===== src/eeprom_proto_pkg.sv =====
package eeprom_proto_pkg;

    // 24C16 device type, upper nibble of every control byte
    localparam logic [3:0] dev_code = 4'b1010;

    localparam logic rw_write = 1'b0;
    localparam logic rw_read  = 1'b1;

    typedef struct packed {
        logic [3:0] dev;    // device type code
        logic [2:0] block;  // addr[10:8], selects one of eight 256-byte blocks
        logic       rw;
    } ctrl_fields_t;

    // control byte as seen on the wire vs. as decoded
    typedef union packed {
        logic [7:0]   raw;
        ctrl_fields_t f;
    } ctrl_byte_t;

endpackage


===== src/eeprom_ctl_pkg.sv =====
package eeprom_ctl_pkg;

    // bit engine commands
    typedef enum logic [2:0] {
        cmd_start,
        cmd_stop,
        cmd_write,
        cmd_read_ack,
        cmd_read_nack
    } cmd_t;

    typedef enum logic [3:0] {
        st_idle,
        st_start,
        st_ctrl_w,
        st_addr,
        st_data_w,
        st_rstart,  // repeated start of a random read
        st_ctrl_r,
        st_data_r,
        st_stop
    } seq_state_t;

    localparam logic [7:0] scl_half_default = 8'd4;

endpackage


===== src/eeprom_cfg.sv =====
`timescale 1ns/1ns

module eeprom_cfg
    import eeprom_ctl_pkg::*;
(
    input  logic       CLK,
    input  logic       RESET,
    input  logic       cfg_wr,
    input  logic [7:0] cfg_wdata,
    input  logic       busy,
    output logic [7:0] scl_half
);

    // half period is scl_half+1 CLK cycles
    always_ff @(posedge CLK)
    begin
        if (RESET)
        begin
            scl_half <= scl_half_default;
        end
        else if (cfg_wr && !busy)
        begin
            scl_half <= cfg_wdata; // ignored mid-transfer
        end
    end

endmodule


===== src/i2c_bit_engine.sv =====
`timescale 1ns/1ns

module i2c_bit_engine
    import eeprom_ctl_pkg::*;
(
    input  logic       CLK,
    input  logic       RESET,
    input  logic [7:0] scl_half,
    input  logic       cmd_go,
    input  cmd_t       cmd,
    input  logic [7:0] tx_byte,
    output logic       cmd_done,
    output logic [7:0] rx_byte,
    output logic       ack_ok,
    output logic       scl,
    output logic       sda_oe,
    input  logic       sda_in
);

    logic       active;
    logic [7:0] cnt;      // half-period down counter
    logic [4:0] ph;       // current half-period slot
    cmd_t       cmd_q;
    logic [7:0] tx_q;
    logic       launch;
    logic       tick;
    logic       is_read;
    cmd_t       cmd_s;
    logic [7:0] tx_s;
    logic [4:0] slot;     // slot about to begin
    logic [4:0] last;
    logic       scl_n;
    logic       oe_n;

    assign launch  = cmd_go && !active;
    assign tick    = active && (cnt == 8'd0);
    assign is_read = (cmd_q == cmd_read_ack) || (cmd_q == cmd_read_nack);
    assign cmd_s   = launch ? cmd : cmd_q;
    assign tx_s    = launch ? tx_byte : tx_q;
    assign slot    = launch ? 5'd0 : ph + 5'd1;

    always_comb
    begin
        case (cmd_q)
            cmd_start: last = 5'd3;
            cmd_stop:  last = 5'd2;
            default:   last = 5'd17; // 8 data bits + ack, two slots each
        endcase
    end

    // bus levels for the next slot
    always_comb
    begin
        scl_n = slot[0];
        oe_n  = 1'b0;
        case (cmd_s)
            cmd_start:
            begin
                scl_n = (slot == 5'd0) ? scl : (slot != 5'd3); // keep level, release sda first
                oe_n  = slot[1];                               // sda falls with scl high
            end
            cmd_stop:
            begin
                scl_n = (slot != 5'd0);
                oe_n  = (slot != 5'd2); // sda rises with scl high
            end
            cmd_write: oe_n = (slot < 5'd16) && !tx_s[3'd7 - slot[3:1]];
            default:   oe_n = (slot >= 5'd16) && (cmd_s == cmd_read_ack);
        endcase
    end

    always_ff @(posedge CLK)
    begin
        if (RESET)
        begin
            active   <= 1'b0;
            cnt      <= 8'd0;
            ph       <= 5'd0;
            scl      <= 1'b1;
            sda_oe   <= 1'b0;
            cmd_done <= 1'b0;
            ack_ok   <= 1'b0;
        end
        else
        begin
            cmd_done <= 1'b0;
            if (launch)
            begin
                active <= 1'b1;
                cnt    <= scl_half;
                ph     <= 5'd0;
                scl    <= scl_n;
                sda_oe <= oe_n;
            end
            else if (tick)
            begin
                cnt <= scl_half;
                if (cmd_q == cmd_write && ph == 5'd17)
                begin
                    ack_ok <= !sda_in; // slave holds sda low on ack
                end
                if (ph == last)
                begin
                    active   <= 1'b0;
                    cmd_done <= 1'b1;
                    if (last == 5'd17)
                    begin
                        scl <= 1'b0; // byte commands leave scl low
                    end
                end
                else
                begin
                    ph     <= slot;
                    scl    <= scl_n;
                    sda_oe <= oe_n;
                end
            end
            else if (active)
            begin
                cnt <= cnt - 8'd1;
            end
        end
    end

    always_ff @(posedge CLK)
    begin
        if (launch)
        begin
            cmd_q <= cmd;
            tx_q  <= tx_byte;
        end
        if (tick && is_read && ph[0] && !ph[4])
        begin
            rx_byte <= {rx_byte[6:0], sda_in}; // msb first, end of each scl high
        end
    end

endmodule


===== src/eeprom_seq.sv =====
`timescale 1ns/1ns

module eeprom_seq
    import eeprom_proto_pkg::*;
    import eeprom_ctl_pkg::*;
(
    input  logic        CLK,
    input  logic        RESET,
    input  logic        wr,
    input  logic        rd,
    input  logic [10:0] addr,
    input  logic [7:0]  wdata,
    output logic        busy,
    output logic        done,
    output logic [7:0]  rdata,
    output logic        nack_err,
    output logic        cmd_go,
    output cmd_t        cmd,
    output logic [7:0]  tx_byte,
    input  logic        cmd_done,
    input  logic [7:0]  rx_byte,
    input  logic        ack_ok
);

    seq_state_t  state;
    seq_state_t  nxt;      // successor when the slave acked
    logic        pending;  // command in flight
    logic        accept;
    logic        issue;
    logic        is_rd;
    logic [10:0] addr_q;
    logic [7:0]  wdata_q;
    ctrl_byte_t  ctrl;
    cmd_t        cmd_n;
    logic [7:0]  tx_n;

    assign accept = (state == st_idle) && (wr || rd);
    assign issue  = (state != st_idle) && !pending;

    always_comb
    begin
        ctrl.f.dev   = dev_code;
        ctrl.f.block = addr_q[10:8];
        ctrl.f.rw    = (state == st_ctrl_r) ? rw_read : rw_write;
    end

    always_comb
    begin
        cmd_n = cmd_write;
        tx_n  = ctrl.raw;
        case (state)
            st_start, st_rstart: cmd_n = cmd_start;
            st_addr:             tx_n  = addr_q[7:0];
            st_data_w:           tx_n  = wdata_q;
            st_data_r:           cmd_n = cmd_read_nack; // single byte, no ack
            st_stop:             cmd_n = cmd_stop;
            default:             cmd_n = cmd_write;
        endcase
    end

    always_comb
    begin
        case (state)
            st_start:  nxt = st_ctrl_w;
            st_ctrl_w: nxt = st_addr;
            st_addr:   nxt = is_rd ? st_rstart : st_data_w;
            st_rstart: nxt = st_ctrl_r;
            st_ctrl_r: nxt = st_data_r;
            default:   nxt = st_stop;
        endcase
    end

    always_ff @(posedge CLK)
    begin
        if (RESET)
        begin
            state    <= st_idle;
            pending  <= 1'b0;
            cmd_go   <= 1'b0;
            busy     <= 1'b0;
            done     <= 1'b0;
            nack_err <= 1'b0;
        end
        else
        begin
            cmd_go <= 1'b0;
            done   <= 1'b0;
            if (accept)
            begin
                busy     <= 1'b1;
                nack_err <= 1'b0;
                state    <= st_start;
            end
            else if (issue)
            begin
                cmd_go  <= 1'b1;
                pending <= 1'b1;
            end
            else if (pending && cmd_done)
            begin
                pending <= 1'b0;
                if (cmd == cmd_write && !ack_ok)
                begin
                    nack_err <= 1'b1;
                    state    <= st_stop; // abort, still release the bus
                end
                else if (state == st_stop)
                begin
                    state <= st_idle;
                    busy  <= 1'b0; // drops as done rises
                    done  <= 1'b1;
                end
                else
                begin
                    state <= nxt;
                end
            end
        end
    end

    always_ff @(posedge CLK)
    begin
        if (accept)
        begin
            is_rd   <= !wr; // wr wins
            addr_q  <= addr;
            wdata_q <= wdata;
        end
        if (issue)
        begin
            cmd     <= cmd_n;
            tx_byte <= tx_n;
        end
        if (pending && cmd_done && state == st_data_r)
        begin
            rdata <= rx_byte;
        end
    end

endmodule


===== src/eeprom_ctrl_top.sv =====
`timescale 1ns/1ns

module eeprom_ctrl_top
    import eeprom_ctl_pkg::*;
(
    input  logic        CLK,
    input  logic        RESET,
    input  logic        wr,
    input  logic        rd,
    input  logic [10:0] addr,
    input  logic [7:0]  wdata,
    input  logic        cfg_wr,
    input  logic [7:0]  cfg_wdata,
    output logic        busy,
    output logic        done,
    output logic [7:0]  rdata,
    output logic        nack_err,
    output logic        scl,
    output logic        sda_oe,
    input  logic        sda_in
);

    logic [7:0] scl_half;
    logic       cmd_go;
    cmd_t       cmd;
    logic [7:0] tx_byte;
    logic       cmd_done;
    logic [7:0] rx_byte;
    logic       ack_ok;

    eeprom_cfg u_cfg (
        .CLK       (CLK),
        .RESET     (RESET),
        .cfg_wr    (cfg_wr),
        .cfg_wdata (cfg_wdata),
        .busy      (busy),
        .scl_half  (scl_half)
    );

    eeprom_seq u_seq (
        .CLK      (CLK),
        .RESET    (RESET),
        .wr       (wr),
        .rd       (rd),
        .addr     (addr),
        .wdata    (wdata),
        .busy     (busy),
        .done     (done),
        .rdata    (rdata),
        .nack_err (nack_err),
        .cmd_go   (cmd_go),
        .cmd      (cmd),
        .tx_byte  (tx_byte),
        .cmd_done (cmd_done),
        .rx_byte  (rx_byte),
        .ack_ok   (ack_ok)
    );

    i2c_bit_engine u_bit (
        .CLK      (CLK),
        .RESET    (RESET),
        .scl_half (scl_half),
        .cmd_go   (cmd_go),
        .cmd      (cmd),
        .tx_byte  (tx_byte),
        .cmd_done (cmd_done),
        .rx_byte  (rx_byte),
        .ack_ok   (ack_ok),
        .scl      (scl),
        .sda_oe   (sda_oe),
        .sda_in   (sda_in)
    );

endmodule


===== config.mk =====
export PLATFORM = sky130hd
export DESIGN_NAME = eeprom_ctrl_top
export DESIGN_NICKNAME = d
export VERILOG_FILES = /design/src/eeprom_proto_pkg.sv /design/src/eeprom_ctl_pkg.sv /design/src/eeprom_cfg.sv /design/src/i2c_bit_engine.sv /design/src/eeprom_seq.sv /design/src/eeprom_ctrl_top.sv
export SDC_FILE = /design/constraint.sdc
export NUM_CORES = 1
export LEC_CHECK = 0
export ABC_AREA = 1
export BUFFER_PORTS_ARGS = -buffer_cell sky130_fd_sc_hd__buf_2
export CORE_MARGIN = 5
export CORE_UTILIZATION = 40
export DETAILED_ROUTE_END_ITERATION = 10
export PLACE_DENSITY = 0.56
export SKIP_LAST_GASP = 1
export SYNTH_ARGS = -nofsm -noshare
export SYNTH_HDL_FRONTEND = slang
export SYNTH_SLANG_ARGS = --single-unit

===== constraint.sdc =====
create_clock -name CLK -period 4.1 [get_ports CLK]
set_clock_uncertainty 0.05 [all_clocks]
set_input_delay 0.615 -clock CLK [delete_from_list [all_inputs] [get_ports CLK]]
set_output_delay 0.615 -clock CLK [all_outputs]
set_load 0.05 [all_outputs]

==> summary.md <==
| Metric | Value |
|---|---|
| H-tree levels | 3 |
| Avg Cell Area, Syn | 9.12 µm² |
| Final period utilization | 57.7% |
| Worst-Margin Slew | approximately 0.94 ns |
| Most common cell after layout, fill and taps aside | nand2_1 |
| Slew headroom | 37.2% |
| DP HPWL | 5.51 mm |
| Post-CTS sizing | 0 |
| Synthesized instance count | ~430 |
| Crit path largest cell delay | 0.77 ns |
| Status | finished, final reports clean |
| Total GRT Usage | 13.7% |
| TritonCTS clock tree | yes |
| CP required | a little over 4 ns |
| Hold Path Class | primary input to flop |
| Sequential-to-total area share from yosys stat | 58.9% |
| Overflow after GRT | 0 |
| Reg clk slew, reported paths | 0.09 ns |
| Crit-path slowest cell | a2111oi_2 |
| Clock tree buffer depth | 2 |
| Post-route ant nets | 0 |
| Data arrival time of the critical path | 2.30 ns |
| Critical Path Fanout Max | 8 |
| Reg2Reg Depth | 8 |
| Starting DRC count in detailed routing | 80 |
| Final Hold Viols | 0 |
| Vias after detailed routing | between 2000 and 3000 |
| Fraction of layout cells with a size suffix above 1 | 16.8% |
| Vias per cell | 4.66 |
| Total iterations of the first detailed-routing run | 4 |
| Hold Path Stages | 1 |
| Achievable frequency | around 420 MHz |
| Rows | 36 |
| Power density cells | 476 nW/µm² |
| Final Worst Setup Slack | about 1.7 ns |
| Place WS | roughly 1.7 ns |
| Diode count | 0 |
| Wire per inst | 12.1 µm |
| Routability Congestion | 0.803 |
| Synth cell types | 29 |
| CP Capture Type | flop |
| WP buf/inv | 1 |
| Levels on crit path | 8 |
| YS warnings | 0 |
| LEAKAGE | 1.93 nW |
| Synth Register Bits | 93 |
| Crit path max-delay family | compound AO/OA/AOI/OAI gates |
| Critical path type | flop to flop |
| Max Slew Vio Count | 0 |
| Worst vdd ir | between 0.0002 and 0.00025 V |
| # Post-CTS Setup Buffers | 0 |
| Fin cells | approximately 620 |
| DP Cell Count | between 600 and 700 |
| Endpoints failing setup | 0 |
| Starting density of the core | 40.7% |
| Core area | 9730 µm² |
| Count of buffers from port buffering | 45 |
| Final net count | around 520 |
| RSZ-0062 raised after global routing | no |
| Global-route wire length before repair | approximately 13 mm |
| Core Util, Final | 46.3% |
| Commonest cells after routing, fill and taps aside | nand2_1, inv_1, edfxtp_1 |
| Io pins | 46 |
| Routed WL | 7.51 mm |
| Hold-fix buffers, CTS | 0 |
| CTS Sinks | 93 |
| DIE HEIGHT | 110 µm |
| CP startpoint kind | flop |
| Clk root buf | clkbuf_8 |
| Crit-path cells | inv_1 > ha_1 > nand2_1 > nor2_2 > nand3_2 > nor2_2 > nand3_2 > a2111oi_2 |
| Synthesized area | 3960 µm² |
| Syn_nets | 470 |
| Maxcap violations | 0 |
| DRC violations left | 0 |
| Die width | 110 µm |
| Largest net degree at the start of global routing | 22 |
| Final setup TNS | 0 ns |
| Full die area | 12000 µm² |
| Minimum clock period | 2.37 ns |
| Initial antenna violation count | 0 |
| P&R area growth vs syn | 13.7% |
| Skew-Pair Late Insertion Delay | about 0.36 ns |
| TritonCTS Buffers | 9 |
| Vias in the first global route | 2789 |
## cells by family after synthesis
group | synth area share [%]
buffers and inverters | 7.52
and+or+nand+nor | 22.6
DFF | 58.9
AOI/OAI and AO/OA | 8.72
adders and majority gates | 0.948
xor gates and xnor gates | 1.33
## per-layer routing
metal / part of all wire, % / global-route usage, %
met2: 46 / 22.4
met4: 1.8 / 6.50
met3: 4.3 / 3.35
met1: 48 / 17.2
met5: 0 / 0
## sequential cells by signal, summed over array words and instances, names as in the netlist, 3 cells and up
register,count
u_seq.rdata,8
u_bit.ph,5
u_bit.tx_q,8
u_bit.cnt,8
u_cfg.scl_half,8
u_seq.state,4
u_seq.wdata_q,8
u_seq.cmd,3
u_bit.rx_byte,8
u_seq.tx_byte,8
u_seq.addr_q,11
u_bit.cmd_q,3
## synthesized netlist by cell type
library cell / n / area share, %
nor3_1: 15 / 1.9
buf_2: 1 / 0.13
nor2_4: 2 / 0.57
nor2_1: 40 / 3.8
o21ai_1: 3 / 0.38
nand3_1: 39 / 4.9
nand2_1: 88 / 8.3
nand4_1: 6 / 0.95
a22o_1: 2 / 0.44
nand2_8: 1 / 0.51
o221ai_1: 3 / 0.66
o21ai_2: 2 / 0.44
xor2_1: 6 / 1.3
nand3_2: 2 / 0.51
a2111oi_0: 1 / 0.22
a211oi_1: 2 / 0.38
nand2_2: 4 / 0.63
inv_2: 6 / 0.57
buf_4: 1 / 0.19
buf_6: 3 / 0.85
ha_1: 3 / 0.95
clkbuf_1: 3 / 0.28
dfxtp_1: 46 / 23
edfxtp_1: 47 / 36
inv_1: 58 / 5.5
nor2_2: 3 / 0.47
a21oi_1: 19 / 2.4
o21ai_0: 24 / 3.0
o211ai_1: 4 / 0.76
## cell type report
class,count,area (µm²)
Clock buffer,9,124
Fill cell,962,5230
Inverter,64,240
Sequential cell,93,2330
Clock inverter,7,72.6
Tap cell,133,166
Timing Repair Buffer,46,233
Multi-Input combinational cell,269,1340
## power by group
part | internal (W) | total [W] | switching, W
clock | 0.000284 | 0.000611 | 0.000328
sequential | 0.00108 | 0.00114 | 0.0000558
combinational | 0.000139 | 0.000395 | 0.000256
## path summary, 6_finish.rpt
kind                    start               end  slack (ns)
min reg2reg  u_bit.rx_byte[7]    u_seq.rdata[7]        0.39
min                  wdata[1]  u_seq.wdata_q[1]        0.37
max reg2reg      u_bit.cnt[0]  u_bit.rx_byte[2]        1.73
max              u_bit.cnt[0]  u_bit.rx_byte[2]        1.73
## per-stage QoR
step           power (W)  instance area, µm²  hold slack (ns)
2_1_floorplan    0.00146                3960            0.350
3_3_place_gp     0.00155                4310            0.357
3_5_place_dp     0.00156                4310            0.369
4_1_cts          0.00217                4500            0.350
5_1_grt          0.00229                4500            0.341
6_report         0.00214                4500            0.372
(Power assumes the default switching activity.)
